`src/edge_defines.svh`:
```
`ifndef EDGE_DEFINES_SVH
`define EDGE_DEFINES_SVH

// Edge field and cache line geometry
`define EDGE_BITS 32
`define LINE_BYTES 64
`define LINE_EDGES 16
`define LINE_BITS 512

// Byte address width on the memory side
`define ADDR_BITS 64

// Default depth of the edge queue, holds two full lines
`define EDGE_QUEUE_DEPTH 32

`endif

```
`src/graph_pkg.sv`:
```
`include "edge_defines.svh"

package graph_pkg;

	// One vertex job, as handed in by the vertex scheduler
	typedef struct packed {
		logic                  valid;
		logic [`EDGE_BITS-1:0] id;
		logic [`EDGE_BITS-1:0] edge_idx;
		logic [`EDGE_BITS-1:0] degree;
	} vertex_job_t;

	// One unpacked edge
	typedef struct packed {
		logic                  valid;
		logic [`EDGE_BITS-1:0] id;
		logic [`EDGE_BITS-1:0] src;
		logic [`EDGE_BITS-1:0] dest;
		logic [`EDGE_BITS-1:0] weight;
	} edge_t;

	// Byte base addresses of the three inverse edge arrays
	typedef struct packed {
		logic [`ADDR_BITS-1:0] src_base;
		logic [`ADDR_BITS-1:0] dest_base;
		logic [`ADDR_BITS-1:0] weight_base;
	} array_base_t;

endpackage

```
`src/mem_pkg.sv`:
```
`include "edge_defines.svh"

package mem_pkg;

	// Which edge array a line belongs to
	typedef enum logic [1:0] {
		ARR_SRC,
		ARR_DEST,
		ARR_WEIGHT
	} array_tag_e;

	// Shared read, no-allocate read, partial no-allocate read
	typedef enum logic [1:0] {
		READ_CL_S,
		READ_CL_NA,
		READ_PNA
	} read_opcode_e;

	// Line read command, one per array and line
	typedef struct packed {
		logic                              valid;
		read_opcode_e                      opcode;
		logic [`ADDR_BITS-1:0]             address;
		array_tag_e                        tag;
		logic [$clog2(`LINE_EDGES):0]      edge_count;
		logic [$clog2(`LINE_EDGES)-1:0]    first_slot;
	} read_cmd_t;

	// Returned line, echoes tag, count and first slot of its command
	typedef struct packed {
		logic                              valid;
		array_tag_e                        tag;
		logic [$clog2(`LINE_EDGES):0]      edge_count;
		logic [$clog2(`LINE_EDGES)-1:0]    first_slot;
		logic [`LINE_BITS-1:0]             line;
	} read_data_t;

endpackage

```
`src/edge_line_unpack.sv`:
```
`include "edge_defines.svh"

module edge_line_unpack (
	input  logic                clock,
	input  logic                rstn,
	input  mem_pkg::read_data_t read_data,
	input  mem_pkg::read_cmd_t  line_cmd,
	output graph_pkg::edge_t    raw_edge,
	output logic                line_done
);
	import mem_pkg::*;

	localparam int SLOT_BITS = $clog2(`LINE_EDGES);
	localparam int CNT_BITS = SLOT_BITS + 1;

	logic [`LINE_BITS-1:0] lines [3];
	logic [`EDGE_BITS-1:0] words [3];
	logic [2:0]            ready;
	logic                  capture;
	logic                  start;
	logic                  busy;
	logic [SLOT_BITS-1:0]  slot;
	logic [CNT_BITS-1:0]   left;
	logic                  edge_valid;

	assign capture = read_data.valid && line_cmd.valid;
	assign start = (&ready) && !busy;

	////////////////////
	// Line capture
	////////////////////

	// One full line per array, indexed by tag
	always_ff @(posedge clock) begin
		if (capture) begin
			lines[read_data.tag] <= read_data.line;
		end
	end

	always_ff @(posedge clock or negedge rstn) begin
		if (!rstn) begin
			ready <= '0;
		end else begin
			if (start) begin
				ready <= '0;
			end
			if (capture) begin
				ready[read_data.tag] <= 1'b1;
			end
		end
	end

	////////////////////
	// Edge shift out
	////////////////////

	always_ff @(posedge clock or negedge rstn) begin
		if (!rstn) begin
			busy <= 1'b0;
			slot <= '0;
			left <= '0;
			edge_valid <= 1'b0;
			line_done <= 1'b0;
		end else begin
			edge_valid <= 1'b0;
			line_done <= 1'b0;
			if (start) begin
				busy <= 1'b1;
				slot <= line_cmd.first_slot;
				left <= line_cmd.edge_count;
			end else if (busy) begin
				if (left != '0) begin
					edge_valid <= 1'b1;
					slot <= slot + 1'b1;
					left <= left - 1'b1;
				end else begin
					// Last edge went out last cycle
					busy <= 1'b0;
					line_done <= 1'b1;
				end
			end
		end
	end

	// Slot k sits at bits 32k up
	always_ff @(posedge clock) begin
		if (busy && (left != '0)) begin
			for (int i = 0; i < 3; i++) begin
				words[i] <= lines[i][slot * `EDGE_BITS +: `EDGE_BITS];
			end
		end
	end

	assign raw_edge.valid = edge_valid;
	assign raw_edge.id = '0;
	assign raw_edge.src = words[ARR_SRC];
	assign raw_edge.dest = words[ARR_DEST];
	assign raw_edge.weight = words[ARR_WEIGHT];

endmodule

```
`config.mk`:
```
export PLATFORM = sky130hd
export DESIGN_NAME = edge_line_unpack
export DESIGN_NICKNAME = d
export VERILOG_FILES = /design/src/graph_pkg.sv /design/src/mem_pkg.sv /design/src/edge_line_unpack.sv
export VERILOG_INCLUDE_DIRS = /design/src
export SDC_FILE = /design/constraint.sdc
export NUM_CORES = 1
export LEC_CHECK = 0
export BUFFER_PORTS_ARGS = -buffer_cell sky130_fd_sc_hd__buf_2
export CAP_MARGIN = 40
export CORE_ASPECT_RATIO = 1.25
export CORE_MARGIN = 3
export CORE_UTILIZATION = 45
export CTS_CLUSTER_DIAMETER = 40
export DETAILED_ROUTE_END_ITERATION = 6
export GPL_TIMING_DRIVEN = 1
export PLACE_DENSITY = 0.68
export SLEW_MARGIN = 20
export SYNTH_ARGS = -nofsm -noshare
export SYNTH_HDL_FRONTEND = slang
export SYNTH_SLANG_ARGS = --single-unit
```
`constraint.sdc`:
```
create_clock -name clock -period 17.32 [get_ports clock]
set_clock_uncertainty 0.05 [all_clocks]
set_input_delay 5.196 -clock clock [delete_from_list [all_inputs] [get_ports clock]]
set_output_delay 5.196 -clock clock [all_outputs]
set_load 0.01 [all_outputs]
```
[Word-level counts from Yosys, hierarchy flattened]
Memory sizes are Yosys's and may differ from the RTL's.
Cells that the tools add are included.
Storage, ports and cells
  memory bits (writable): 1632
  flip-flop bits (word level): 15
  latch bits: 0
  memories: 2
  ROM bits: 0
  output and inout bits: 130
Memory list
  lines: words 3, bits a word 512, rd ports 3, clocked after memory_dff 0, write ports 1, line edge_line_unpack.sv:16  | logic [`LINE_BITS-1:0] lines [3];
  words: words 3, bits a word 32, rd ports 3, clocked after memory_dff 0, write ports 3, line edge_line_unpack.sv:17  | logic [`EDGE_BITS-1:0] words [3];
Operators by class
  reduce and logical (&&, ||, !) cells: 10
  shifts and indexed selects: 3
  add/sub/neg operators: 2
  bitwise operators: 1
  eq/ne operators: 0
  order comparisons: 2
  $mul: 0
  muxes and demuxes: 21
  divide/modulo/power cells: 0
Operator list (count)
  512-bit by 10-bit variable part select with 32-bit output: 3
  5-bit two-way mux: 3
  1-bit two-way mux: 12
  4-bit two-way mux: 3
  3-bit two-way mux: 2
  5-bit nonzero test: 1
  5-bit by 1-bit subtractor with 5-bit output, second input constant: 1
  4-bit by 1-bit adder with 4-bit output, second input constant: 1
  1-bit logical AND: 4
  2-bit nonzero test: 2
  2-bit by 3-bit less-than comparator with 1-bit output, second input constant: 1
  3-bit OR: 1
  3-bit AND reduction: 1
  1-bit demux with 2-bit select: 1
  2-bit by 1-bit >= comparator with 1-bit output, second input constant: 1
  2-bit AND reduction: 1
  1-bit zero test: 1

[Logic depth before layout (Yosys ltp)]
  depth in word-level cells: 6
  gate-level depth with buffers: 6

[Worst setup path after synthesis]
OpenSTA, ideal clock, no wires.
  path kind: in2reg
  from: input read_data[521] (netlist name)
  to: memory lines[2][0] (netlist name) (enable)
  data required time: 15.137 ns
  stages on the path: 1
  setup slack: -27.005 ns
  library setup time: 2.133 ns
  data arrival time: 42.142 ns
  cells stage by stage: nor3b_1
RTL lines
  start, declared: line edge_line_unpack.sv:6  | input mem_pkg::read_data_t read_data,
  end, declared: line edge_line_unpack.sv:16
No word-level cell before the write port.

[Worst setup path after layout]
  from: input read_data[523] (netlist name)
  to: memory lines[2][94] (netlist name) (enable)
On the way
  longest elaborated chain between the ends: 3
RTL lines
  1-bit logical AND: line edge_line_unpack.sv:26  | assign capture = read_data.valid && line_cmd.valid;
  1-bit two-way mux: line edge_line_unpack.sv:35  | if (capture) begin
  1-bit two-way mux (implied by the code): line edge_line_unpack.sv:36  | lines[read_data.tag] <= read_data.line;
Every way passes these cells.

==> out/results.txt <==
TritonCTS Buffers: 174
Die height: 418 um
Net Sw Power: 3.32 mW
Worst Path Class, Setup: in2reg
Slowest-stage cell, CP: buf_4
Area of the multi-input gates: 11000 um^2
Initial DRC count: 2608
Largest net degree at the start of global routing: 183
Tightest Pin Transition: 1.23 ns
Switching part of the total: 0.291
Clock power share: 0.320
Fillers: 10100
Worst setup margin: 9.61 ns
Final HPWL DP: 101 mm
Int Power: 8.10 mW
Initial antenna violation count: 121
Setup tns final: 0 ns
Mapped Area: 61100 um^2
Seq pwr share: 0.428
Routability cong.: 0.806
Area after DPL: 66500 um^2
Status: finished, final reports clean
DRC: 0
Most frequent cell after synthesis: edfxtp_1
Standby leakage power: 24.2 nW
Nets: 3882
# rows: 150
Design area: 72500 um^2
Data arrival, critical path: 8.12 ns
Synth Warn #: 0
Detailed Route WL: 147 mm
H-tree depth: 4
Crit-path leading delay family: buffers and inverters
FMAX: 0.130 GHz
Fin crit share: 0.445
Worst setup SP type: input port
Slew margin rel.: 0.179
Top_reg_cell synth: edfxtp_1
CTS hold repair buffers: 0
# IOs: 734
Synth cell types: 35
Port Buffers: 624
Worst-Skew Late Latency: 0.80 ns
Comb pwr share: 0.252
Fin cells: 5239
EDFF count, synth: 1632
Synth-to-layout area growth: 18.7%
Synth Instances: 2551
Clock sink count: 1647
DR vias: 29500
Starting density of the core: 0.455
TritonRoute pass-1 iters: 5
Worst min-delay path category: reg2reg
Register area share after synthesis: 0.808
CP Cell Sequence: buf_2, nand2_8, nor3b_4, buf_4, buf_16, buf_12, buf_4, buf_12
Unrepaired setup endpoints after global routing: no
Yosys top cell by area: edfxtp_1
# setup viols final: 0
Total die area: 140000 um^2
Via/cell ratio: 5.63
Clock slew at reported path FFs: 0.06 ns
Synth Register Bits: 1647
GRT Resource Usage Total: 0.209
DRT antenna net count: 0
Synth top area cells: edfxtp_1, mux4_2, a22oi_1, buf_4, nand2_1
Worst slack at placement: 8.53 ns
CTS max path bufs: 3
Global route total overflow: 0
Slowest Stage Delay on Critical Path: 0.60 ns
Vias in the first global route: 30600
Placed cells: 4840
Commonest cells post-synth: edfxtp_1, mux4_2, a22oi_1
Maxcap violations: 0
Max Slew Vio Count: 0
WP data required: 17.73 ns
WP buf/inv: 6
Resized cells post-CTS: 0
Die W: 336 um
CTS root buf: clkbuf_16
Post-CTS setup buffers: 0
FF+latch area: 49400 um^2
Core Area: 134000 um^2
Min Tclk post-route: 7.71 ns
Layout cells sized above 1: 0.392
Global-route wire length before repair: 209 mm
Synthesized area per cell: 24.0 um^2
TritonCTS clock tree: built
Critical path endpoint category: flop
Fin. Hold Viols: 0
Pwr dens: 158 nW/um^2
Worst hold margin: 0.454 ns
Synth top area share: 0.802
VDD IR max: 0.000136 V
CP max FO: 162
Post-synth ARST share: 0.00911
DR WL/cell: 28.1 um
==> cell type report <==
class,count,share of cell area
clock buffers,217,0.0627
clock inverters,97,0.0154
well taps,1748,0.0302
flip-flops and latches,1647,0.681
diodes,77,0.00266
inverters,4,0.000207
repair buffers,685,0.0558
multi-input cells,764,0.152
==> cell families after synthesis <==
family | after synthesis | share of synthesized area
flip-flops | 1647 | 0.808
multiplexers | 384 | 0.142
AO/OA/AOI/OAI | 211 | 0.0256
buffers and inverters | 171 | 0.0149
AND/OR/NAND/NOR | 135 | 0.00942
adder cells (fa/ha/maj) | 2 | 0.000409
other | 1 | 0.0000614
==> through the flow <==
step,total power [mW],util
floorplan,6.79,-
global placement,7.76,0.492
detailed placement,7.89,0.495
CTS,11.5,0.537
global route,11.9,0.539
finish,11.4,0.540
==> worst register-to-register path: cells and delay by family (launching register included) <==
family / cells / cell delay (ns)
muxes: 1 / 0.40
AOI/OAI and AO/OA: 1 / 0.83
buffers and inverters: 4 / 2.28
and+or+nand+nor: 1 / 0.18
DFF: 1 / 0.88
==> power groups by stage <==
stage                     registers [mW]  clock network (mW)  logic [mW]
after detailed placement            4.97                   0        2.92
final                               4.89                3.65        2.88
after floorplan                     5.01                   0        1.79
after global routing                4.91                3.89        3.08
after CTS                           4.89                3.73        2.93
after global placement              4.98                   0        2.78
==> sequential cells by signal, summed over array words and instances, names as in the netlist <==
signal,flops
left,5
line_done,1
edge_valid,1
words,96
ready,3
busy,1
lines,1536
slot,4
==> final timing paths <==
| path | startpoint | cells after the start | slack [ns] | endpoint |
|---|---|---|---|---|
| max in group asynchronous | rstn | 1 | 12.68 | slot[0] |
| worst min-delay path | ready[0] | 1 | 0.45 | ready[0] |
| worst min register to register | ready[0] | 1 | 0.45 | ready[0] |
| worst max-delay path | read_data[523] | 8 | 9.61 | lines[2][94] |
| worst max register to register | slot[1] | 7 | 12.41 | words[0][79] |
| min in group asynchronous | rstn | 1 | 4.25 | line_done |
==> routing by layer <==
layer  share of wire  global-route usage  vias up
met3           0.093              0.0637      293
met1            0.39               0.273    15400
met5          0.0019                   0        -
li1                -                   -    12500
met2            0.49               0.331     1216
met4           0.034              0.0837       44
==> cell usage in the layout, fill, tap and decap left out, types with 3 or more instances in the layout <==
| master | Yosys | final |
|---|---|---|
| edfxtp_1 | 1632 | 1632 |
| buf_2 | 23 | 624 |
| mux4_2 | 384 | 384 |
| a22oi_1 | 192 | 192 |
| clkbuf_16 | 0 | 175 |
| nand2_1 | 105 | 104 |
| diode_2 | 0 | 77 |
| clkbuf_1 | 70 | 41 |
| conb_1 | 1 | 32 |
| buf_4 | 58 | 32 |
| clkinv_2 | 0 | 19 |
| clkinv_1 | 0 | 16 |
| inv_6 | 0 | 15 |
| buf_12 | 0 | 15 |
| bufinv_16 | 0 | 14 |
| buf_16 | 0 | 14 |
| dfrtp_1 | 15 | 13 |
| clkinvlp_4 | 0 | 11 |
| clkinv_8 | 0 | 10 |
| inv_8 | 0 | 6 |
| o21ai_0 | 5 | 5 |
| nor2_1 | 7 | 5 |
| nand3_1 | 5 | 5 |
| a31oi_1 | 5 | 5 |
| inv_1 | 4 | 4 |
| a21o_1 | 3 | 3 |
| clkinv_4 | 0 | 3 |
No activity file was read; power rests on OpenSTA's default activity.
