$ cat src/edge_defines.svh
`ifndef EDGE_DEFINES_SVH
`define EDGE_DEFINES_SVH

// Edge field and cache line geometry
`define EDGE_BITS 32
`define LINE_BYTES 64
`define LINE_EDGES 16
`define LINE_BITS 512

// Byte address width on the memory side
`define ADDR_BITS 64

// Default depth of the edge queue, holds two full lines
`define EDGE_QUEUE_DEPTH 32

`endif

$ cat src/graph_pkg.sv
`include "edge_defines.svh"

package graph_pkg;

	// One vertex job, as handed in by the vertex scheduler
	typedef struct packed {
		logic                  valid;
		logic [`EDGE_BITS-1:0] id;
		logic [`EDGE_BITS-1:0] edge_idx;
		logic [`EDGE_BITS-1:0] degree;
	} vertex_job_t;

	// One unpacked edge
	typedef struct packed {
		logic                  valid;
		logic [`EDGE_BITS-1:0] id;
		logic [`EDGE_BITS-1:0] src;
		logic [`EDGE_BITS-1:0] dest;
		logic [`EDGE_BITS-1:0] weight;
	} edge_t;

	// Byte base addresses of the three inverse edge arrays
	typedef struct packed {
		logic [`ADDR_BITS-1:0] src_base;
		logic [`ADDR_BITS-1:0] dest_base;
		logic [`ADDR_BITS-1:0] weight_base;
	} array_base_t;

endpackage

$ cat src/sync_fifo.sv
module sync_fifo #(
	parameter int WIDTH = 32,
	parameter int DEPTH = 16
) (
	input  logic                         clock,
	input  logic                         rstn,
	input  logic                         push,
	input  logic [WIDTH-1:0]             data_in,
	input  logic                         pop,
	output logic [WIDTH-1:0]             data_out,
	output logic                         empty,
	output logic [$clog2(DEPTH+1)-1:0]   count
);
	localparam int PTR_BITS = (DEPTH > 1) ? $clog2(DEPTH) : 1;

	logic [WIDTH-1:0]    mem [DEPTH];
	logic [PTR_BITS-1:0] wr_ptr;
	logic [PTR_BITS-1:0] rd_ptr;
	logic                do_push;
	logic                do_pop;

	function automatic logic [PTR_BITS-1:0] next_ptr(input logic [PTR_BITS-1:0] ptr);
		return (ptr == PTR_BITS'(DEPTH - 1)) ? '0 : ptr + 1'b1;
	endfunction

	assign empty = (count == '0);
	assign do_pop = pop && !empty;
	// Full queue still takes a push when the head leaves
	assign do_push = push && ((int'(count) < DEPTH) || do_pop);

	// Show-ahead head
	assign data_out = mem[rd_ptr];

	always_ff @(posedge clock) begin
		if (do_push) begin
			mem[wr_ptr] <= data_in;
		end
	end

	always_ff @(posedge clock or negedge rstn) begin
		if (!rstn) begin
			wr_ptr <= '0;
			rd_ptr <= '0;
			count <= '0;
		end else begin
			if (do_push) begin
				wr_ptr <= next_ptr(wr_ptr);
			end
			if (do_pop) begin
				rd_ptr <= next_ptr(rd_ptr);
			end
			case ({do_push, do_pop})
				2'b10:   count <= count + 1'b1;
				2'b01:   count <= count - 1'b1;
				default: count <= count;
			endcase
		end
	end

endmodule

$ cat src/edge_job_queue.sv
`include "edge_defines.svh"

module edge_job_queue #(
	parameter int EDGE_QUEUE_DEPTH = `EDGE_QUEUE_DEPTH
) (
	input  logic             clock,
	input  logic             rstn,
	input  graph_pkg::edge_t raw_edge,
	input  logic             vertex_start,
	input  logic             edge_request,
	output graph_pkg::edge_t edge_out,
	output logic             queue_room
);
	import graph_pkg::*;

	localparam int COUNT_BITS = $clog2(EDGE_QUEUE_DEPTH + 1);

	edge_t                 edge_q;
	edge_t                 head;
	logic [`EDGE_BITS-1:0] id_count;
	logic                  empty;
	logic [COUNT_BITS-1:0] count;

	// Memory words arrive big endian
	function automatic logic [`EDGE_BITS-1:0] swap_bytes(input logic [`EDGE_BITS-1:0] word);
		return {word[7:0], word[15:8], word[23:16], word[31:24]};
	endfunction

	always_ff @(posedge clock or negedge rstn) begin
		if (!rstn) begin
			edge_q <= '0;
			id_count <= '0;
		end else begin
			edge_q.valid <= raw_edge.valid;
			if (raw_edge.valid) begin
				edge_q.id <= id_count;
				edge_q.src <= swap_bytes(raw_edge.src);
				edge_q.dest <= swap_bytes(raw_edge.dest);
				edge_q.weight <= swap_bytes(raw_edge.weight);
			end
			// Ids count from zero within each vertex
			if (vertex_start) begin
				id_count <= '0;
			end else if (raw_edge.valid) begin
				id_count <= id_count + 1'b1;
			end
		end
	end

	sync_fifo #(
		.WIDTH($bits(edge_t)),
		.DEPTH(EDGE_QUEUE_DEPTH)
	) edge_fifo_i (
		.clock(clock),
		.rstn(rstn),
		.push(edge_q.valid),
		.data_in(edge_q),
		.pop(edge_request),
		.data_out(head),
		.empty(empty),
		.count(count)
	);

	always_comb begin
		edge_out = head;
		edge_out.valid = !empty;
	end

	// The edge in the swap stage already owns a slot
	assign queue_room = (EDGE_QUEUE_DEPTH - int'(count) - int'(edge_q.valid)) >= `LINE_EDGES;

endmodule

$ cat config.mk
export PLATFORM = sky130hd
export DESIGN_NAME = edge_job_queue
export DESIGN_NICKNAME = d
export VERILOG_FILES = /design/src/graph_pkg.sv /design/src/sync_fifo.sv /design/src/edge_job_queue.sv
export VERILOG_INCLUDE_DIRS = /design/src
export SDC_FILE = /design/constraint.sdc
export NUM_CORES = 2
export LEC_CHECK = 0
export CAP_MARGIN = 15
export CORE_MARGIN = 1
export CORE_UTILIZATION = 48
export DETAILED_ROUTE_END_ITERATION = 12
export DONT_BUFFER_PORTS = 1
export PLACE_DENSITY = 0.65
export SLEW_MARGIN = 25
export SYNTH_ARGS = -nofsm -noshare
export SYNTH_HDL_FRONTEND = slang
export SYNTH_MEMORY_MAX_BITS = 65536
export SYNTH_SLANG_ARGS = --single-unit
export TNS_END_PERCENT = 1
$ cat constraint.sdc
create_clock -name clock -period 7.1 [get_ports clock]
set_input_delay 0.355 -clock clock [delete_from_list [all_inputs] [get_ports clock]]
set_output_delay 0.355 -clock clock [all_outputs]
set_load 0.005 [all_outputs]
# [After elaboration in Yosys (flattened, before gate mapping)]
# Memory sizes are Yosys's and may differ from the RTL's.
# Cells that the tools add are included.
[totals] register_bits=177 ramBits=4128 inputBits=133 n_memories=1
[mem_list] name="edge_fifo_i.mem" depth=32 width=129 rd=1 rd_ports_with_merged_regs=0 write_ports=1 line="sync_fifo.sv:16" rtl="logic [WIDTH-1:0] mem [DEPTH];"
[op_classes] add_sub_neg=7 magnitude_cmp=2 n_eq_ne=4 n_mux=7 n_reduce_logical=7
[ops] op="$mux 32" count=2
[ops] op="$add 32x1->32 const B" count=1
[ops] op="$pmux 6 s2" count=1
[ops] op="$add 5x1->5 const B" count=2
[ops] op="$eq 5x5->1 const B" count=2
[ops] op="$mux 5" count=2
[ops] op="$ge 8x6->1 const B" count=1
[ops] op="$sub 7x2->8" count=1
[ops] op="$sub 6x6->7 const A" count=1
[ops] op="$add 6x1->6 const B" count=1
[ops] op="$logic_not 6->1" count=1
[ops] op="$lt 6x6->1 const B" count=1
[ops] op="$sub 6x1->6 const B" count=1
[ops] op="$reduce_bool 2->1" count=2
[ops] op="$eq 2x1->1 const B" count=1
[ops] op="$eq 2x2->1 const B" count=1
[ops] op="$logic_and 1x1->1" count=2
[ops] op="$mux 1" count=2
[ops] op="$logic_not 1->1" count=1
[ops] op="$logic_or 1x1->1" count=1

# [Longest topological paths before layout]
[logic_depth] word_depth=7 ltp_mapped=12 depth_no_buf=11

# [Hierarchy]
# A second synthesis with hierarchy kept.
[unflattened] hier_cells=7401 hier_area_um2=163650.7
[modules_own_cells] mod="sync_fifo" n_inst=1 cells_per_inst=6934 area_each_um2=157109.4 seq_area_each_um2=124359.3
[modules_own_cells] mod="edge_job_queue" n_inst=1 cells_per_inst=467 area_each_um2=6541.3 seq_area_each_um2=4028.9

# [Least setup slack after synthesis]
# No wires, ideal clock.
[synth_timing] path_kind="register to register" start="reg edge_fifo_i.count[0]" end="mem edge_fifo_i.mem[31][0] (netlist bit) (enable)" setup_time_ns=0.617 arrival_ns=7.028 slack_ns=-0.546 path_stages_with_launch=8 n_path_buf=1 synth_period_minus_slack_ns=7.646 cell_sequence="dfrtp_1 -> inv_1 -> ha_1 -> nor4b_1 -> a22o_1 -> clkbuf_1 -> nand2_1 -> nor2_1"
[synth_between] elab_chain_cells=7 elab_cells_between_ends=8 cone_classes="order compare (1); mux (2); reduce/logical (5)"
[synth_lines] element="start: declaration" line="sync_fifo.sv:12" rtl="output logic [$clog2(DEPTH+1)-1:0] count"
[synth_lines] element="start signal: assignment" line="sync_fifo.sv:53" rtl="2'b10: count <= count + 1'b1;"
[synth_lines] element="start signal: assignment" line="sync_fifo.sv:54" rtl="2'b01: count <= count - 1'b1;"
[synth_lines] element="start signal: assignment" line="sync_fifo.sv:55" rtl="default: count <= count;"
[synth_lines] element="parallel branches: the longest is 3 deep, another holds $lt 6x6->1"
[synth_lines] element="$logic_or 1x1->1 *" line="sync_fifo.sv:29" rtl="assign do_push = push && ((int'(count) < DEPTH) || do_pop);"
[synth_lines] element="$logic_and 1x1->1 *" line="sync_fifo.sv:29"
[synth_lines] element="$mux 1 *" line="sync_fifo.sv:35" rtl="if (do_push) begin"
[synth_lines] element="$mux 1 (not written as such) *" line="sync_fifo.sv:36" rtl="mem[wr_ptr] <= data_in;"
[synth_lines] element="end: declaration" line="sync_fifo.sv:16"
# Mark *: on every way between the ends.

==> metrics.txt <==
# TYPE chip_impl_metric gauge
chip_impl_info{name="run_status",value="complete, no violations"} 1
chip_impl_metric{name="grt_first_pass_wirelength",unit="mm"} 545.4
chip_impl_info{name="synth_area_leaders",value="sky130_fd_sc_hd__edfxtp_1 76%, sky130_fd_sc_hd__mux4_2 18%, sky130_fd_sc_hd__dfrtp_1 2.7%"} 1
chip_impl_metric{name="clock_tree.buffer_depth",unit=""} 4
chip_impl_metric{name="post_synth_inst_count",unit=""} 6397
chip_impl_metric{name="max-vdd-ir-drop",unit="mV"} 0.3408
chip_impl_metric{name="setup_total_negative_slack",unit="ns"} 0
chip_impl_metric{name="place.detailed.instances",unit=""} 10740
chip_impl_metric{name="h-tree-depth",unit=""} 5
chip_impl_metric{name="fin_cells",unit=""} 11650
chip_impl_metric{name="first_iteration_detailed_routing_drc_count",unit=""} 7369
chip_impl_metric{name="path_max_fanout",unit=""} 61
chip_impl_metric{name="clkLatencyLatePin",unit="ns"} 0.94
chip_impl_metric{name="internal_dissipation",unit="uW"} 48720
chip_impl_metric{name="cts_buffers",unit=""} 425
chip_impl_metric{name="timing.max_cap.violations",unit=""} 0
chip_impl_metric{name="final.period_utilization",unit=""} 0.6668
chip_impl_metric{name="route.vias.total",unit=""} 71720
chip_impl_metric{name="post-route-cell-area",unit="sq um"} 183800
chip_impl_metric{name="post_cts_buffers",unit=""} 0
chip_impl_metric{name="top_area_cell_type_share_of_the_netlist_area",unit=""} 0.7581
chip_impl_metric{name="antenna_violating_nets_post_route",unit=""} 0
chip_impl_metric{name="r2r_slack",unit="ns"} 2.61
chip_impl_metric{name="share_of_final_layout_standard_cells_stronger_than_drive_strength_1",unit=""} 0.3326
chip_impl_metric{name="clock_power_share",unit=""} 0.332
chip_impl_info{name="critPathCaptureType",value="primary output"} 1
chip_impl_metric{name="floorplan.die_area",unit="sq um"} 340300
chip_impl_metric{name="num_io_pins",unit=""} 263
chip_impl_metric{name="worst-endpoint-arrival",unit="ns"} 4.38
chip_impl_metric{name="number_of_synthesized_register_bits",unit=""} 4273
chip_impl_info{name="cts_tree",value="yes"} 1
chip_impl_metric{name="grt_antenna_before_repair",unit=""} 25
chip_impl_metric{name="swShare",unit=""} 0.2698
chip_impl_info{name="crit_slowest_cell",value="sky130_fd_sc_hd__dfrtp_4"} 1
chip_impl_metric{name="wl_per_cell",unit="um"} 32.89
chip_impl_metric{name="globalRouteOverflowTotal",unit=""} 0
chip_impl_metric{name="sequential_cell_fraction_of_total_power",unit=""} 0.450
chip_impl_metric{name="max_stage_delay",unit="ns"} 0.96
chip_impl_metric{name="ctsResizeCount",unit=""} 0
chip_impl_metric{name="worst-r2r-cell-count",unit=""} 7
chip_impl_metric{name="final_setup_violation_count",unit=""} 0
chip_impl_metric{name="power_density",unit="nW/um^2"} 362.9
chip_impl_metric{name="post_synth_num_cell_types",unit=""} 49
chip_impl_info{name="rsz0062_at_grt",value="false"} 1
chip_impl_metric{name="routed_via_density",unit=""} 6.159
chip_impl_info{name="mostFrequentLayoutCells",value="4096 x sky130_fd_sc_hd__edfxtp_1, 1280 x sky130_fd_sc_hd__mux4_2, 432 x sky130_fd_sc_hd__clkbuf_16"} 1
chip_impl_metric{name="max_freq",unit="GHz"} 0.2112
chip_impl_metric{name="total_power",unit="uW"} 66720
chip_impl_info{name="path_common_cell",value="sky130_fd_sc_hd__mux4_2"} 1
chip_impl_metric{name="critical_path_required",unit="ns"} 6.74
chip_impl_metric{name="detailedPlacementHpwl",unit="mm"} 178.5
chip_impl_metric{name="leakage",unit="uW"} 0.05809
chip_impl_metric{name="drt_drc_violations_left",unit=""} 0
chip_impl_metric{name="synth.net_count",unit=""} 6545
chip_impl_metric{name="worst_case_headroom_to_the_max_slew_limit",unit=""} 0.2753
chip_impl_metric{name="via_count_of_the_first_global_routing_pass",unit=""} 74360
chip_impl_metric{name="synth.yosys.seq_area_share",unit=""} 0.7855
chip_impl_metric{name="ctsHoldBuffers",unit=""} 105
chip_impl_metric{name="grt_max_degree",unit=""} 178
chip_impl_info{name="sort_of_element_at_the_start_of_the_critical_path",value="flip-flop"} 1
chip_impl_metric{name="starting_density_of_the_core",unit=""} 0.4820
chip_impl_metric{name="finalWorstPathRequiredPeriod",unit="ns"} 4.734
chip_impl_info{name="classification_of_the_worst_setup_path",value="flip-flop to primary output"} 1
chip_impl_metric{name="slew_violations",unit=""} 0
chip_impl_metric{name="finalWirelength",unit="mm"} 383.0
chip_impl_metric{name="cts.reportedPaths.clkPinSlew",unit="ns"} 0.06
chip_impl_metric{name="synth_edf_count",unit=""} 4096
chip_impl_metric{name="num_rows",unit=""} 213
chip_impl_metric{name="dpl-instance-area",unit="sq um"} 168700
chip_impl_info{name="ys.flop_type",value="sky130_fd_sc_hd__edfxtp_1"} 1
chip_impl_metric{name="chipWidth",unit="um"} 583.4
chip_impl_metric{name="cts_sinks",unit=""} 4273
chip_impl_metric{name="async_reset_ff_frac",unit=""} 0.04142
chip_impl_info{name="cts_root_buffer",value="sky130_fd_sc_hd__clkbuf_16"} 1
chip_impl_metric{name="synth.cell_area",unit="sq um"} 162200
chip_impl_metric{name="flow.area_growth_from_synthesis",unit="%"} 13.31
chip_impl_metric{name="ys.warnings.count",unit=""} 0
chip_impl_metric{name="track_usage",unit=""} 0.2252
chip_impl_metric{name="finalClockSkew",unit="ns"} 0.03500
chip_impl_metric{name="numPortBuffers",unit=""} 0
chip_impl_metric{name="switching_power",unit="uW"} 18000
chip_impl_info{name="reg2reg_to",value="edge_fifo_i.mem[30][58]$_DFFE_PP_"} 1
chip_impl_metric{name="synth.avg_cell_area",unit="sq um"} 25.36
chip_impl_metric{name="design.final.nets",unit=""} 6910
chip_impl_metric{name="comb_power_share",unit=""} 0.217
chip_impl_info{name="synth_top_cell_by_area",value="sky130_fd_sc_hd__edfxtp_1"} 1
chip_impl_metric{name="n_fill_cell",unit=""} 24380
chip_impl_metric{name="first_pass_iters",unit=""} 5
chip_impl_metric{name="core-area",unit="sq um"} 336600
chip_impl_info{name="layout.cells.most_common",value="sky130_fd_sc_hd__edfxtp_1"} 1
chip_impl_info{name="min_path_type",value="input port to async pin"} 1
chip_impl_metric{name="dp_worst_setup_slack",unit="ns"} 2.560
chip_impl_metric{name="post-route-worst-setup-slack",unit="ns"} 2.366
chip_impl_metric{name="die_y",unit="um"} 583.4
chip_impl_metric{name="globalplace.congestion",unit=""} 0.7287
chip_impl_metric{name="finalHoldViolations",unit=""} 0
chip_impl_metric{name="worst-slew-pin-transition",unit="ns"} 1.087
chip_impl_info{name="r2r-start",value="edge_fifo_i.count[0]$_DFFE_PN0P_"} 1
chip_impl_info{name="timing.critical_path.cells",value="buf_4 -> buf_12 -> mux4_2 -> mux4_2 -> mux2_2"} 1
-- Yosys cell counts, types with 14 or more instances --
library cell	n
sky130_fd_sc_hd__buf_1	23
sky130_fd_sc_hd__buf_2	94
sky130_fd_sc_hd__buf_6	17
sky130_fd_sc_hd__clkbuf_1	193
sky130_fd_sc_hd__dfrtp_1	177
sky130_fd_sc_hd__edfxtp_1	4096
sky130_fd_sc_hd__ha_1	14
sky130_fd_sc_hd__mux2_2	264
sky130_fd_sc_hd__mux4_2	1280
sky130_fd_sc_hd__nand2_1	24
sky130_fd_sc_hd__nand4_1	15
sky130_fd_sc_hd__nor2_1	66
sky130_fd_sc_hd__o21ai_0	14
sky130_fd_sc_hd__xor2_1	22
-- layer usage --
metal  vias up  global-route usage  share of wire
met5         -                   0        0.00029
met4        20             0.05244          0.023
met3       593             0.03975          0.074
met2      2722              0.3771           0.50
met1     39800              0.3107           0.40
li1      28580                   -              -
-- how the worst max path moves through the flow --
| stage | from | endpoint | slack (ns) | cells past startpoint |
|---|---|---|---|---|
| 3_3_place_gp | edge_fifo_i.count[0]$_DFFE_PN0P_ | edge_fifo_i.mem[0][114]$_DFFE_PP_ | 2.47 | 7 |
| 3_5_place_dp | edge_fifo_i.count[0]$_DFFE_PN0P_ | edge_fifo_i.mem[31][46]$_DFFE_PP_ | 2.56 | 7 |
| 2_1_floorplan | edge_fifo_i.count[0]$_DFFE_PN0P_ | edge_fifo_i.mem[31][0]$_DFFE_PP_ | -0.55 | 7 |
| 6_report | edge_fifo_i.rd_ptr[0]$_DFFE_PN0N_ | edge_out[49] | 2.37 | 5 |
| 5_1_grt | edge_fifo_i.rd_ptr[0]$_DFFE_PN0N_ | edge_out[48] | 2.14 | 5 |
| 4_1_cts | edge_fifo_i.rd_ptr[0]$_DFFE_PN0N_ | edge_out[49] | 2.19 | 5 |
-- worst max-delay path, delay by kind of cell (launching register included) --
family | cells | cell delay [ns]
multiplexers | 3 | 1.44
flip-flops | 1 | 0.96
buffers and inverters | 2 | 0.87
-- power groups by stage --
stage	clock, uW	combinational, uW	sequential [uW]
after floorplan	0	10100	30200
after global placement	0	14600	30500
after detailed placement	0	14700	30600
after CTS	22500	14900	30100
after global routing	23400	15400	30200
final	22200	14500	30000
-- registers in the layout, indices dropped and copies added (netlist names) --
| signal | count |
|---|---|
| edge_fifo_i.count | 6 |
| id_count | 32 |
| edge_q | 129 |
| edge_fifo_i.mem | 4096 |
| edge_fifo_i.rd_ptr | 5 |
| edge_fifo_i.wr_ptr | 5 |
-- metrics by stage --
stage | util | hold slack [ns]
after floorplan | - | 0.05941
after global routing | 0.5461 | 0.02155
final | 0.5461 | 0.02589
after detailed placement | 0.5013 | 0.06727
after global placement | 0.5011 | 0.06711
after CTS | 0.5455 | 0.001169
-- cells by family (layout without fill, tap and decap cells) --
kind of cell / after synthesis / in the layout / synth area share
flops: 4273 / 4273 / 0.7855
mux: 1546 / 1546 / 0.1961
buf+inv: 337 / 1060 / 0.009309
simple gates: 156 / 156 / 0.004774
compound gates: 40 / 40 / 0.001504
xor+xnor: 30 / 30 / 0.001620
fa+ha+maj: 15 / 15 / 0.001203
other cells: 0 / 11 / 0
-- cell type report --
class,instances,area [sq um],share of cell area
Multi-Input combinational cell,1787,33540,0.1824
Clock buffer,569,11690,0.06356
Sequential cell,4273,127500,0.6933
Inverter,10,37.54,0.0002042
Tap cell,4515,5649,0.03073
Antenna cell,11,27.53,0.0001497
Timing Repair Buffer,265,3321,0.01806
Clock inverter,216,2116,0.01151
No activity file was read; power rests on OpenSTA's default activity.
