File: src/edge_defines.svh
`ifndef EDGE_DEFINES_SVH
`define EDGE_DEFINES_SVH

// Edge field and cache line geometry
`define EDGE_BITS 32
`define LINE_BYTES 64
`define LINE_EDGES 16
`define LINE_BITS 512

// Byte address width on the memory side
`define ADDR_BITS 64

// Default depth of the edge queue, holds two full lines
`define EDGE_QUEUE_DEPTH 32

`endif

File: src/graph_pkg.sv
`include "edge_defines.svh"

package graph_pkg;

	// One vertex job, as handed in by the vertex scheduler
	typedef struct packed {
		logic                  valid;
		logic [`EDGE_BITS-1:0] id;
		logic [`EDGE_BITS-1:0] edge_idx;
		logic [`EDGE_BITS-1:0] degree;
	} vertex_job_t;

	// One unpacked edge
	typedef struct packed {
		logic                  valid;
		logic [`EDGE_BITS-1:0] id;
		logic [`EDGE_BITS-1:0] src;
		logic [`EDGE_BITS-1:0] dest;
		logic [`EDGE_BITS-1:0] weight;
	} edge_t;

	// Byte base addresses of the three inverse edge arrays
	typedef struct packed {
		logic [`ADDR_BITS-1:0] src_base;
		logic [`ADDR_BITS-1:0] dest_base;
		logic [`ADDR_BITS-1:0] weight_base;
	} array_base_t;

endpackage

File: src/mem_pkg.sv
`include "edge_defines.svh"

package mem_pkg;

	// Which edge array a line belongs to
	typedef enum logic [1:0] {
		ARR_SRC,
		ARR_DEST,
		ARR_WEIGHT
	} array_tag_e;

	// Shared read, no-allocate read, partial no-allocate read
	typedef enum logic [1:0] {
		READ_CL_S,
		READ_CL_NA,
		READ_PNA
	} read_opcode_e;

	// Line read command, one per array and line
	typedef struct packed {
		logic                              valid;
		read_opcode_e                      opcode;
		logic [`ADDR_BITS-1:0]             address;
		array_tag_e                        tag;
		logic [$clog2(`LINE_EDGES):0]      edge_count;
		logic [$clog2(`LINE_EDGES)-1:0]    first_slot;
	} read_cmd_t;

	// Returned line, echoes tag, count and first slot of its command
	typedef struct packed {
		logic                              valid;
		array_tag_e                        tag;
		logic [$clog2(`LINE_EDGES):0]      edge_count;
		logic [$clog2(`LINE_EDGES)-1:0]    first_slot;
		logic [`LINE_BITS-1:0]             line;
	} read_data_t;

endpackage

File: src/edge_read_request.sv
`include "edge_defines.svh"

module edge_read_request (
	input  logic                   clock,
	input  logic                   rstn,
	input  graph_pkg::array_base_t base,
	input  logic                   cache_mode,
	input  graph_pkg::vertex_job_t vertex_in,
	output logic                   vertex_ready,
	input  logic                   queue_room,
	input  logic                   line_done,
	output mem_pkg::read_cmd_t     read_cmd,
	output mem_pkg::read_cmd_t     line_cmd,
	output logic                   vertex_start
);
	import mem_pkg::*;

	localparam int ADDR_W = `ADDR_BITS;
	localparam int OFF_BITS = $clog2(`LINE_BYTES);
	localparam int BYTE_SHIFT = $clog2(`EDGE_BITS / 8);
	localparam int SLOT_BITS = $clog2(`LINE_EDGES);
	localparam int CNT_BITS = SLOT_BITS + 1;

	typedef enum logic [2:0] {
		IDLE,
		WAIT_ROOM,
		CALC,
		SEND_SRC,
		SEND_DEST,
		SEND_WEIGHT,
		WAIT_LINE
	} state_e;

	state_e                state;
	state_e                state_next;
	logic                  accept;
	logic [`EDGE_BITS-1:0] remaining;
	logic [ADDR_W-1:0]     offset;
	logic [OFF_BITS-1:0]   remainder;
	logic [ADDR_W-1:0]     aligned;
	logic [CNT_BITS-1:0]   slots_left;
	logic [CNT_BITS-1:0]   count;
	logic                  last_line;
	read_cmd_t             cmd_q;

	assign vertex_ready = (state == IDLE);
	assign accept = vertex_in.valid && vertex_ready;
	assign vertex_start = accept;

	////////////////////
	// Line split
	////////////////////

	assign remainder = offset[OFF_BITS-1:0];
	assign aligned = {offset[ADDR_W-1:OFF_BITS], {OFF_BITS{1'b0}}};
	assign slots_left = CNT_BITS'(`LINE_EDGES) - CNT_BITS'(remainder[OFF_BITS-1:BYTE_SHIFT]);
	assign last_line = (remaining <= slots_left);
	assign count = last_line ? remaining[CNT_BITS-1:0] : slots_left;

	////////////////////
	// Request FSM
	////////////////////

	always_ff @(posedge clock or negedge rstn) begin
		if (!rstn) begin
			state <= IDLE;
		end else begin
			state <= state_next;
		end
	end

	always_comb begin
		state_next = state;
		case (state)
			IDLE: begin
				// Zero degree stays here, nothing to fetch
				if (accept && (vertex_in.degree != '0)) begin
					state_next = WAIT_ROOM;
				end
			end
			WAIT_ROOM: begin
				if (queue_room) begin
					state_next = CALC;
				end
			end
			CALC:        state_next = SEND_SRC;
			SEND_SRC:    state_next = SEND_DEST;
			SEND_DEST:   state_next = SEND_WEIGHT;
			SEND_WEIGHT: state_next = WAIT_LINE;
			WAIT_LINE: begin
				if (line_done) begin
					state_next = (remaining == '0) ? IDLE : WAIT_ROOM;
				end
			end
			default:     state_next = IDLE;
		endcase
	end

	// Vertex latch, offset walk and line command
	always_ff @(posedge clock or negedge rstn) begin
		if (!rstn) begin
			remaining <= '0;
			offset <= '0;
			cmd_q <= '0;
		end else begin
			if (accept) begin
				remaining <= vertex_in.degree;
				offset <= ADDR_W'({vertex_in.edge_idx, {BYTE_SHIFT{1'b0}}});
			end
			if (state == CALC) begin
				cmd_q.valid <= 1'b1;
				cmd_q.address <= aligned;
				cmd_q.tag <= ARR_SRC;
				cmd_q.edge_count <= count;
				cmd_q.first_slot <= remainder[OFF_BITS-1:BYTE_SHIFT];
				if (cache_mode) begin
					cmd_q.opcode <= READ_CL_S;
				end else begin
					// Partial read only for the line that ends the vertex
					cmd_q.opcode <= last_line ? READ_PNA : READ_CL_NA;
				end
				offset <= aligned + `LINE_BYTES;
				remaining <= remaining - count;
			end
			if ((state == WAIT_LINE) && line_done) begin
				cmd_q.valid <= 1'b0;
			end
		end
	end

	// One command per array, base plus aligned line offset
	always_comb begin
		read_cmd = cmd_q;
		read_cmd.valid = 1'b0;
		case (state)
			SEND_SRC: begin
				read_cmd.valid = 1'b1;
				read_cmd.tag = ARR_SRC;
				read_cmd.address = base.src_base + cmd_q.address;
			end
			SEND_DEST: begin
				read_cmd.valid = 1'b1;
				read_cmd.tag = ARR_DEST;
				read_cmd.address = base.dest_base + cmd_q.address;
			end
			SEND_WEIGHT: begin
				read_cmd.valid = 1'b1;
				read_cmd.tag = ARR_WEIGHT;
				read_cmd.address = base.weight_base + cmd_q.address;
			end
			default: begin
			end
		endcase
	end

	assign line_cmd = cmd_q;

endmodule

File: config.mk
export PLATFORM = sky130hd
export DESIGN_NAME = edge_read_request
export DESIGN_NICKNAME = d
export VERILOG_FILES = /design/src/graph_pkg.sv /design/src/mem_pkg.sv /design/src/edge_read_request.sv
export VERILOG_INCLUDE_DIRS = /design/src
export SDC_FILE = /design/constraint.sdc
export NUM_CORES = 1
export LEC_CHECK = 0
export BUFFER_PORTS_ARGS = -buffer_cell sky130_fd_sc_hd__buf_2
export CAP_MARGIN = 20
export CORE_MARGIN = 2
export CORE_UTILIZATION = 45
export CTS_CLUSTER_DIAMETER = 60
export CTS_CLUSTER_SIZE = 20
export DETAILED_ROUTE_END_ITERATION = 10
export HOLD_SLACK_MARGIN = 0.05
export PLACE_DENSITY_LB_ADDON = 0.25
export SLEW_MARGIN = 20
export SYNTH_ARGS = -nofsm -noshare
export SYNTH_HDL_FRONTEND = slang
export SYNTH_SLANG_ARGS = --single-unit
File: constraint.sdc
create_clock -name clock -period 7 [get_ports clock]
set_input_delay 1.05 -clock clock [delete_from_list [all_inputs] [get_ports clock]]
set_output_delay 1.05 -clock clock [all_outputs]
set_load 0.02 [all_outputs]
Yosys cells after proc, flatten, opt, wreduce, memory -nomap -nowiden
Cells that the tools add are included.
Storage, ports and cells
  output and inout bits: 158
  word-level logic and storage cells: 50
  ROM bits: 0
  bits in latches: 0
  bits in registers: 169
  memory bits (writable): 0
  memories kept: 0
Operators by class
  div/mod/pow operators: 0
  add/sub/neg operators: 6
  magnitude comparators: 1
  bitwise gates (word level): 0
  mux-type cells: 16
  multiply operators: 0
  shifts and indexed selects: 0
  reduce and logical (&&, ||, !) cells: 10
  eq/ne operators: 9
Operator list (number)
  $pmux W66 S3: 1
  $add A64 B64 Y64: 3
  $mux W64: 2
  $mux W78: 1
  $add A64 B7 Y64 const B: 1
  $mux W32: 2
  $le A32 B5 Y1: 1
  $logic_not A32 Y1: 1
  $reduce_bool A32 Y1: 1
  $sub A32 B5 Y32: 1
  $pmux W3 S7: 1
  $eq A3 B3 Y1 const B: 3
  $mux W3: 3
  $eq A3 B2 Y1 const B: 2
  $mux W5: 1
  $sub A5 B4 Y5 const A: 1
  $mux W2: 2
  $ne A2 B2 Y1 const B: 2
  $reduce_bool A2 Y1: 2
  $eq A3 B1 Y1 const B: 1
  $logic_and A1 B1 Y1: 3
  $logic_not A3 Y1: 1
  $mux W1: 3
  $reduce_and A3 Y1: 1
  2 further kinds: 2

Logic depth before layout (Yosys ltp)
Gate-level depths: netlist of the first run.
  depth after elaboration: 6
  gate-level depth with buffers: 25

Least setup slack after synthesis of the first run
OpenSTA, ideal clock, no wires.
  path kind: register to output
  start point: register state[2]
  end point: output port read_cmd[65] (netlist name)
  arrival time: 4.618 ns
  data required time: 5.950 ns
  path slack: 1.332 ns
  path buffers: 4
  stages on the path, launching flop included: 21
  path through: dfrtp_1 -> clkbuf_1 -> nand2b_1 -> clkbuf_1 -> clkbuf_1 -> clkbuf_1 -> nand2_1 -> o21ai_0 -> ha_1 -> inv_1 -> fa_1 -> nand2b_1 -> a21oi_1 -> o2111ai_1 -> a31oi_1 -> nand4b_1 -> a2111oi_0 -> o21ai_0 -> a31o_2 -> xor2_1 -> o21ai_0
RTL lines
  start, declared: RTL line edge_read_request.sv:34  | state_e state;
  start signal, assigned: RTL line edge_read_request.sv:68  | state <= state_next;
  end, declared: RTL line edge_read_request.sv:12  | output mem_pkg::read_cmd_t read_cmd,

==> reports/metrics.csv, run 1 <==
metric,value,unit
Sink Count,167,
area grow syn2layout,21.2,%
RSZ-0062 raised after global routing,false,
total of max-cap violations,0,
Worst EP required,5.95,ns
Worst Setup Start Kind,flip-flop,
Setup CP Type,reg -> out,
largest family of logic cells by synthesized area,simple AND/OR/NAND/NOR gates,
synth warn,0,
clock root buffer,clkbuf_16,
Worst Setup End Kind,output port,
number of global-route vias before repair,13200,
DR top layer,met5,
final setup violation count,0,
"Seq/Total Area, Yosys",31.2,%
CTS Buf Count,17,
Starting Density,45.4,%
mux cell area share after synthesis,5.66,%
asr flop ratio synth,100,%
"Avg Cell Area, Syn",7.55,um^2
Worst Tran Pin Value,1.06,ns
largest net degree at the start of global routing,111,
routed via count,14200,
synthesized area,0.0134,mm^2
M1 wire length,19700,um
Routed Antenna Nets,0,
Post-synth top flop,dfrtp_1,
Slew headroom,29.4,%
Arrival @ worst endpoint,5.68,ns
Finished Layout Cells,2516,
Max IR drop VDD,0.248,mV
clk_lat worst skew,0.43,ns
row count,63,
DIE AREA,0.0311,mm^2
Crit path max-delay family,compound AO/OA/AOI/OAI gates,
"most common cell after layout, fill and taps aside",buf_2,
Clock Skew,0.0106,ns
Horiz. Die Dim,176,um
CP bufs+invs,3,
CTS tree,done,
CTS H-tree lvls,4,
status,finished clean,
Yosys cell types,73,
post-DP HPWL,35000,um
min cycle time layout,6.73,ns
Lkg Pwr,8.17,nW
Crit-path slowest cell,a2111oi_0,
CP most frequent cell,o21ai_0,
"Hold Violations, Final",0,
Final #Nets,2470,
first-pass GRT wire length,70200,um
Synth Area in Simple Gates,25.1,%
switching pwr,4.99,mW
clk buf depth,2,
DR WL/cell,18.0,um
gr usage total,28.5,%
Clock power frac,10.3,%
detailed-router iteration count before antenna repair,5,
Final Cycle Share,96.1,%
Pint,4.13,mW
combinational fraction of design power,68.7,%
CP max FO,31,
routed length on met2,21100,um
Resize count post-CTS,0,
worst path cell trace,nand2b_4 -> o21ai_0 -> ha_1 -> inv_1 -> fa_1 -> nand2b_1 -> a21oi_1 -> o2111ai_1 -> a31oi_1 -> buf_4 -> nand4b_1 -> a2111oi_0 -> o21ai_0 -> a31o_2 -> xor2_1 -> o21ai_0 -> buf_2,
CP max stage delay,0.81,ns
PD cells,563,mW/mm^2
setup total negative slack,0,ns
final wirelength,45200,um
post-synthesis compound-gate area fraction,22.8,%
Mapped Cells,1772,
part of the power in registers,20.9,%
type of the most critical hold path,reg -> reg,
number of synthesized flops with an enable pin,0,
"Setup Fix Bufs, Post-CTS",0,
initial antenna violation count,11,
DRC viols,0,
grt total ovfl,0,
Synth Area in Adders,6.75,%
most frequent cells in the layout,"410 x buf_2, 401 x nand2_1, 168 x o21ai_0, 166 x dfrtp_1, 142 x a21oi_1",
register bit total from synthesis,167,
Sw Share,54.7,%
Clock Pin Slew Worst Setup and Hold Paths,0.07,ns
chip height,176,um
Core Footprint,0.0295,mm^2
Pins Over Slew Limit,0,
Peak Freq,149,MHz
XOR/XNOR Fraction of Synth Area,3.67,%
DR iter-0 viols,1121,
Placed Cells incl. Taps,2476,
Port Buf Inserts,411,
routability cong.,0.954,
proportion of layout cells with a drive suffix above 1,23.0,%
Ports,452,
hold buffers post-CTS,0,
Via density,5.62,
routed wl met3,3020,um
[worst register-to-register path, cell delays in order, from the launching register on]
cell	delay, ns
dfrtp_1	0.43
or4_4	0.59
nor4_4	0.23
nand2b_2	0.14
or4_4	0.45
or2_4	0.30
nor2_4	0.12
nand2_4	0.09
nor2_8	0.21
mux2i_1	0.28
ha_1	0.18
inv_1	0.06
fa_1	0.40
a21o_1	0.18
a21oi_1	0.22
inv_1	0.09
a21o_1	0.22
nor2_1	0.16
nand2_1	0.15
nor3_1	0.45
a21oi_1	0.14
a221o_1	0.27
[Yosys cell counts (all sizes together), types with 3 or more instances]
cell type	number	area, um^2
and2	8	50.1
nor2b	13	81.3
a31oi	6	37.5
and3	15	93.8
xor2	22	193
nor4	19	134
and4	4	35.0
nand2	403	1520
a211oi	13	97.6
nand3	76	380
o221a	3	33.8
nor2	129	508
xnor2	34	298
a22o	13	114
o21ai	168	841
dfrtp	167	4180
mux2i	70	701
o31ai	12	90.1
or2	4	27.5
nor3	33	170
clkbuf	72	270
ha	69	863
o22ai	8	50.1
a21o	31	233
buf	44	241
nand4	27	169
o221ai	3	26.3
o32ai	3	26.3
a221o	14	140
nor3b	3	22.5
inv	32	120
or4	3	30.0
a22oi	4	30.0
o311ai	10	87.6
nand2b	13	83.8
mux2	5	56.3
a311oi	5	43.8
o21a	9	67.6
o21bai	16	120
a21oi	143	716
o211ai	14	105
or3	6	37.5
[power groups by stage]
stage	logic, mW	clock network (mW)	registers (mW)
finish	6.27	0.941	1.91
global route	6.87	1.00	1.96
CTS	6.23	0.960	1.89
detailed placement	6.21	0	1.91
global placement	6.13	0	1.90
floorplan	4.31	0	1.89
[state kept, by name (all words and copies together), names as in the netlist]
name and cells:
remaining 32, offset 62, line_cmd 70, state 3
[layer usage]
| metal | global-route usage [%] | vias to the layer above |
|---|---|---|
| met3 | 4.80 | 68 |
| met5 | 0 | - |
| met2 | 47.3 | 483 |
| li1 | - | 6983 |
| met1 | 37.6 | 6608 |
| met4 | 10.1 | 8 |
[worst paths after layout]
check | from | endpoint | slack [ns] | depth (start not counted)
setup / recovery | state[2] | read_cmd[65] | 0.27 | 17
hold / removal | line_cmd[1] | line_cmd[1] | 0.50 | 2
setup reg to reg | remaining[6] | remaining[26] | 1.51 | 21
hold reg to reg | line_cmd[1] | line_cmd[1] | 0.50 | 2
max in group asynchronous | rstn | state[0] | 4.90 | 2
min in group asynchronous | rstn | offset[62] | 0.72 | 1
[area by class of cell]
type	instances	area, um^2
clock inverters	15	164
fillers	2869	13300
clock buffers	17	425
inverters	32	120
well taps	390	488
flip-flops and latches	167	4180
diodes	8	20.0
repair buffers	423	2180
multi-input cells	1464	8630
[cells by family after synthesis]
| group | after synthesis |
|---|---|
| buffers and inverters | 148 |
| flip-flops | 167 |
| multiplexers | 75 |
| XOR/XNOR | 56 |
| AO/OA/AOI/OAI | 496 |
| adder cells (fa/ha/maj) | 71 |
| other | 1 |
| AND/OR/NAND/NOR | 758 |
[through the flow]
step | hold WS, ns | util (%) | setup WS [ns] | cell area (um^2) | total power, mW
2_1_floorplan | 0.453 | - | 1.33 | 13400 | 6.21
3_3_place_gp | 0.477 | 52.9 | 0.657 | 15600 | 8.03
3_5_place_dp | 0.486 | 52.9 | 0.619 | 15600 | 8.12
4_1_cts | 0.501 | 54.9 | 0.416 | 16200 | 9.08
5_1_grt | 0.528 | 54.9 | 0.0273 | 16200 | 9.83
6_report | 0.498 | 55.0 | 0.270 | 16200 | 9.12
Note: power is estimated with default switching activity, not from simulation.
==> inputs of run 2 (changes only) <==
Settings changed: CELL_PAD_IN_SITES_DETAIL_PLACEMENT set to 0, CELL_PAD_IN_SITES_GLOBAL_PLACEMENT set to 2, CORE_UTILIZATION 45 to 28.
==> run 2 against run 1 <==
Net effect: count of clock-buffer cells in the layout increased by 3; clock power about the same; hold slack got worse by 0.0020 ns; total power grew 0.21%; global-route usage down 8.6 points; via count shrank 1.9%; clock skew about the same; setup slack improved by 0.066 ns; cell count grew 8.8%; register-to-register slack got worse by 0.14 ns; routed wire length grew 11%; largest power group unchanged.
==> reports/metrics.csv, run 2 (synthesis results as in run 1) <==
metric,value,unit,change
first-pass GRT wire length,77600,um,+11%
Worst EP required,5.95,ns,about the same
"Setup Fix Bufs, Post-CTS",0,,unchanged
Core Footprint,0.0474,mm^2,+61%
Worst Setup End Kind,output port,,
type of the most critical hold path,reg -> reg,,
Worst Setup Start Kind,flip-flop,,
Resize count post-CTS,0,,unchanged
Pint,4.10,mW,-0.66%
Max IR drop VDD,0.156,mV,-37%
CTS H-tree lvls,4,,unchanged
number of global-route vias before repair,13400,,+0.97%
largest net degree at the start of global routing,81,,-27%
"most common cell after layout, fill and taps aside",buf_2,,
Slew headroom,28.2,%,-1.2 points
"Hold Violations, Final",0,,unchanged
PD cells,555,mW/mm^2,-1.3%
final wirelength,50200,um,+11%
Via density,5.07,,-9.9%
Setup CP Type,reg -> out,,
DRC viols,0,,unchanged
total power,9.14,mW,+0.21%
Placed Cells incl. Taps,2704,,+9.2%
Worst Tran Pin Value,1.07,ns,+0.0105 ns
Finished Layout Cells,2737,,+8.8%
routed via count,13900,,-1.9%
Sw Share,55.1,%,+0.39 points
post-DP HPWL,39300,um,+12%
combinational fraction of design power,68.5,%,-0.2 points
Pins Over Slew Limit,0,,unchanged
row count,80,,+27%
most frequent cells in the layout,"410 x buf_2, 401 x nand2_1, 168 x o21ai_0, 166 x dfrtp_1, 142 x a21oi_1",,
clock root buffer,clkbuf_16,,
Final #Nets,2473,,+0.12%
switching pwr,5.04,mW,+0.93%
Starting Density,28.2,%,-17 points
DR iter-0 viols,826,,-26%
hold buffers post-CTS,0,,unchanged
part of the power in registers,21.2,%,+0.3 points
Ports,452,,unchanged
CTS tree,done,,
Horiz. Die Dim,223,um,+26%
chip height,223,um,+26%
total of max-cap violations,0,,unchanged
initial antenna violation count,4,,-7
Clock Skew,0.0110,ns,+0.000429 ns
Final Cycle Share,95.2,%,-0.94 points
DR WL/cell,18.4,um,+2.1%
Routed Antenna Nets,0,,unchanged
Setup WS pre-CTS,0.768,ns,+0.148 ns
Clock Pin Slew Worst Setup and Hold Paths,0.08,ns,about the same
clk buf depth,2,,unchanged
clk_lat worst skew,0.45,ns,+0.02 ns
fillcell total,5228,,+82%
Final WS setup,0.336,ns,+0.0656 ns
routability cong.,0.880,,-7.7%
proportion of layout cells with a drive suffix above 1,23.1,%,+0.16 points
detailed-router iteration count before antenna repair,5,,unchanged
Arrival @ worst endpoint,5.61,ns,-0.07 ns
DIE AREA,0.0495,mm^2,+59%
status,finished clean,,
grt total ovfl,0,,unchanged
RSZ-0062 raised after global routing,false,,
setup total negative slack,0,ns,unchanged
Lkg Pwr,8.17,nW,about the same
max reg flops,70,,unchanged
Sink Count,167,,unchanged
Peak Freq,150,MHz,+0.98%
area grow syn2layout,23.1,%,
gr usage total,19.9,%,-8.6 points
CTS Buf Count,17,,unchanged
CP max FO,45,,+45%
Port Buf Inserts,411,,unchanged
Clock power frac,10.3,%,about the same
min cycle time layout,6.66,ns,-0.0656 ns
final setup violation count,0,,unchanged
## run 2: final timing paths
check / startpoint / endpoint / slack (ns) / cells past startpoint
hold / removal: line_cmd[77] / line_cmd[77] / 0.50 / 2
min in group asynchronous: rstn / line_cmd[72] / 0.65 / 1
setup / recovery: state[1] / read_cmd[74] / 0.34 / 16
max in group asynchronous: rstn / state[0] / 5.19 / 2
hold reg to reg: line_cmd[77] / line_cmd[77] / 0.50 / 2
setup reg to reg: remaining[5] / remaining[26] / 1.37 / 21
## run 2: per-stage QoR
step | utilization [%] | area, um^2 | hold slack [ns]
global placement | 33.5 | 15900 | 0.484
floorplan | - | 13400 | 0.453
finish | 34.7 | 16500 | 0.496
global route | 34.7 | 16500 | 0.523
CTS | 34.7 | 16500 | 0.495
detailed placement | 33.5 | 15900 | 0.485
## run 2: layout make-up
type	count	area (um^2)	area share, %
timing repair buffer	426	2180	13.2
clock inverter	12	118	0.715
multi-input combinational	1464	8630	52.5
inverter	32	120	0.730
tap	615	769	4.68
antenna	1	2.50	0.0152
sequential	167	4180	25.4
clock buffer	20	457	2.78
## run 2: critical path: stages (launching register included)
cell      delay (ns)
dfrtp_1         0.50
nand2b_4        0.52
buf_4           0.38
o21ai_0         0.25
ha_1            0.45
nand4_1         0.17
nor3_1          0.26
nand4_1         0.16
a211oi_1        0.38
nor4_1          0.09
buf_4           0.18
o41ai_1         0.79
a31oi_1         0.23
mux2i_1         0.17
a21oi_1         0.26
xnor2_1         0.15
buf_2           0.18
## run 2: power groups by stage
stage,sequential [mW],clock [mW],combinational (mW)
CTS,1.94,0.974,6.31
floorplan,1.89,0,4.31
global route,2.01,1.01,6.94
global placement,1.94,0,6.25
detailed placement,1.96,0,6.29
finish,1.94,0.938,6.26
## run 2: per-layer routing
layer / GRT usage (%) / routed length (um) / part of all wire, %
met5: 0 / 38 / 0.076
met4: 4.48 / 618 / 1.2
met3: 2.95 / 2480 / 4.9
met2: 32.9 / 23000 / 46
met1: 27.4 / 24100 / 48
==> inputs of run 3 (changes only) <==
Settings changed: CORE_ASPECT_RATIO set to 0.5, CORE_UTILIZATION 28 to 29, CTS_BUF_LIST set to sky130_fd_sc_hd__clkbuf_4 sky130_fd_sc_hd__clkbuf_8.
==> run 3 against run 2 <==
Net effect: sequential share of layout area up 0.25 points; via count shrank 1.3%; global-route usage grew 0.94 points; die area decreased by 3.2%; clock skew is 0.012 ns higher; register-to-register slack improved by 0.10 ns; cell count down 0.66%; setup slack gained 0.13 ns; routed wire length grew 1.7%; largest power group unchanged.
==> reports/metrics.csv, run 3 (synthesis results as in run 1) <==
metric,value,unit,change
row count,55,,-31%
max reg flops,70,,unchanged
fillcell total,4876,,-6.7%
Worst EP required,5.95,ns,about the same
worst path cell trace,nand2b_4 -> buf_12 -> o21ai_0 -> ha_1 -> a21oi_1 -> o221ai_1 -> o2111ai_1 -> a211oi_1 -> nor4_1 -> o41ai_1 -> buf_4 -> a31oi_1 -> mux2i_1 -> a21oi_1 -> xnor2_1 -> buf_2,,
routability cong.,0.897,,+1.9%
met3 Track Usage GR,2.83,%,-0.12 points
largest net degree at the start of global routing,98,,+21%
GR Layer Usage met2,32.5,%,-0.43 points
DRC viols,0,,unchanged
Worst Tran Pin Value,0.929,ns,-0.138 ns
DR WL/cell,18.8,um,+2.3%
gr usage total,20.9,%,+0.94 points
hold buffers post-CTS,0,,unchanged
Finished Layout Cells,2719,,-0.66%
first-pass GRT wire length,77500,um,-0.14%
Crit-path slowest cell,nor4_1,,
Arrival @ worst endpoint,5.48,ns,-0.13 ns
Setup WS pre-CTS,0.561,ns,-0.207 ns
CP most frequent cell,a21oi_1,,
grt total ovfl,0,,unchanged
most frequent cells in the layout,"410 x buf_2, 401 x nand2_1, 167 x o21ai_0, 166 x dfrtp_1, 142 x a21oi_1",,
Worst Setup Start Kind,flip-flop,,
Peak Freq,153,MHz,+2.0%
initial antenna violation count,3,,-1
RSZ-0062 raised after global routing,false,,
PD cells,554,mW/mm^2,-0.15%
type of the most critical hold path,in -> async,,
Max IR drop VDD,0.225,mV,+44%
CTS H-tree lvls,4,,unchanged
Starting Density,29.5,%,+1.3 points
CP max stage delay,0.70,ns,-0.09 ns
CTS Buf Count,17,,unchanged
final setup violation count,0,,unchanged
clk_lat worst skew,0.49,ns,+0.04 ns
Setup CP Type,reg -> out,,
Worst Setup End Kind,output port,,
"Setup Fix Bufs, Post-CTS",0,,unchanged
proportion of layout cells with a drive suffix above 1,23.1,%,-0.036 points
"most common cell after layout, fill and taps aside",buf_2,,
routed via count,13700,,-1.3%
DR iter-0 viols,979,,+19%
Final WS setup,0.466,ns,+0.130 ns
clock root buffer,clkbuf_8,,
number of global-route vias before repair,12900,,-3.2%
Final Cycle Share,93.3,%,-1.9 points
CP max FO,97,,+120%
clk buf depth,2,,unchanged
Placed Cells incl. Taps,2686,,-0.67%
Lkg Pwr,8.11,nW,-0.72%
Via density,5.04,,-0.66%
Horiz. Die Dim,308,um,+38%
DIE AREA,0.0480,mm^2,-3.2%
post-DP HPWL,39900,um,+1.4%
busiest layer in global routing,met2,,
total of max-cap violations,0,,unchanged
Slew headroom,37.5,%,+9.3 points
detailed-router iteration count before antenna repair,5,,unchanged
"Hold Violations, Final",0,,unchanged
CTS tree,done,,
Clock Skew,0.0234,ns,+0.0124 ns
Global Route met1 Usage,31.0,%,+3.6 points
Clock Pin Slew Worst Setup and Hold Paths,0.11,ns,+0.03 ns
Routed Antenna Nets,0,,unchanged
setup total negative slack,0,ns,unchanged
final wirelength,51100,um,+1.7%
total power,9.04,mW,-1.1%
Port Buf Inserts,411,,unchanged
area grow syn2layout,21.9,%,
status,finished clean,,
Final #Nets,2472,,-0.040%
chip height,156,um,-30%
min cycle time layout,6.53,ns,-0.130 ns
Core Footprint,0.0453,mm^2,-4.4%
Sink Count,167,,unchanged
Ports,452,,unchanged
Pins Over Slew Limit,0,,unchanged
-- run 3: area by class of cell --
class	instances	area, um^2	area share, %
Timing Repair Buffer	425	2190	13.5
Sequential cell	167	4180	25.7
Multi-Input combinational cell	1464	8630	52.9
Clock inverter	13	161	0.990
Antenna cell	1	2.50	0.0154
Clock buffer	19	262	1.60
Inverter	32	120	0.737
Tap cell	598	748	4.59
-- run 3: per-stage QoR --
| step | cell area [um^2] | hold slack, ns | utilization (%) |
|---|---|---|---|
| finish | 16300 | 0.451 | 35.9 |
| floorplan | 13400 | 0.453 | - |
| CTS | 16300 | 0.447 | 35.9 |
| detailed placement | 15900 | 0.471 | 35.0 |
| global placement | 15900 | 0.457 | 35.0 |
| global route | 16300 | 0.456 | 35.9 |
-- run 3: where the power goes --
| group | internal [mW] | switching, mW | leakage, nW |
|---|---|---|---|
| registers | 1.34 | 0.590 | 2.12 |
| logic | 2.26 | 4.09 | 5.77 |
| clock network | 0.348 | 0.418 | 0.215 |
| total | 3.94 | 5.09 | 8.11 |
-- run 3: metal layers --
layer | up-vias | wire length, um | part of all wire, %
li1 | 6980 | - | -
met1 | 6431 | 26400 | 52
met2 | 253 | 22500 | 44
met3 | 26 | 1780 | 3.5
met4 | 4 | 395 | 0.77
met5 | - | 34 | 0.067
-- run 3: worst max-delay path, delay by kind of cell, from the launching register on --
kind	cells	cell delay (ns)
mux	1	0.14
xor+xnor	1	0.15
compound gates	8	1.97
flops	1	0.50
simple gates	2	1.09
buf+inv	3	0.69
fa+ha+maj	1	0.37
-- run 3: worst paths after layout --
kind,depth (start not counted),slack [ns],startpoint,endpoint
max in group asynchronous,2,5.24,rstn,state[0]
setup / recovery,16,0.47,state[1],read_cmd[74]
setup reg to reg,21,1.47,remaining[6],remaining[26]
hold reg to reg,2,0.49,line_cmd[77],line_cmd[77]
min in group clock,2,0.49,line_cmd[77],line_cmd[77]
hold / removal,1,0.45,rstn,line_cmd[6]
-- run 3: timing repair --
item	in CTS	in global routing
hold endpoints to repair	0	0
gates resized for setup	0	3
setup endpoints to repair	0	3
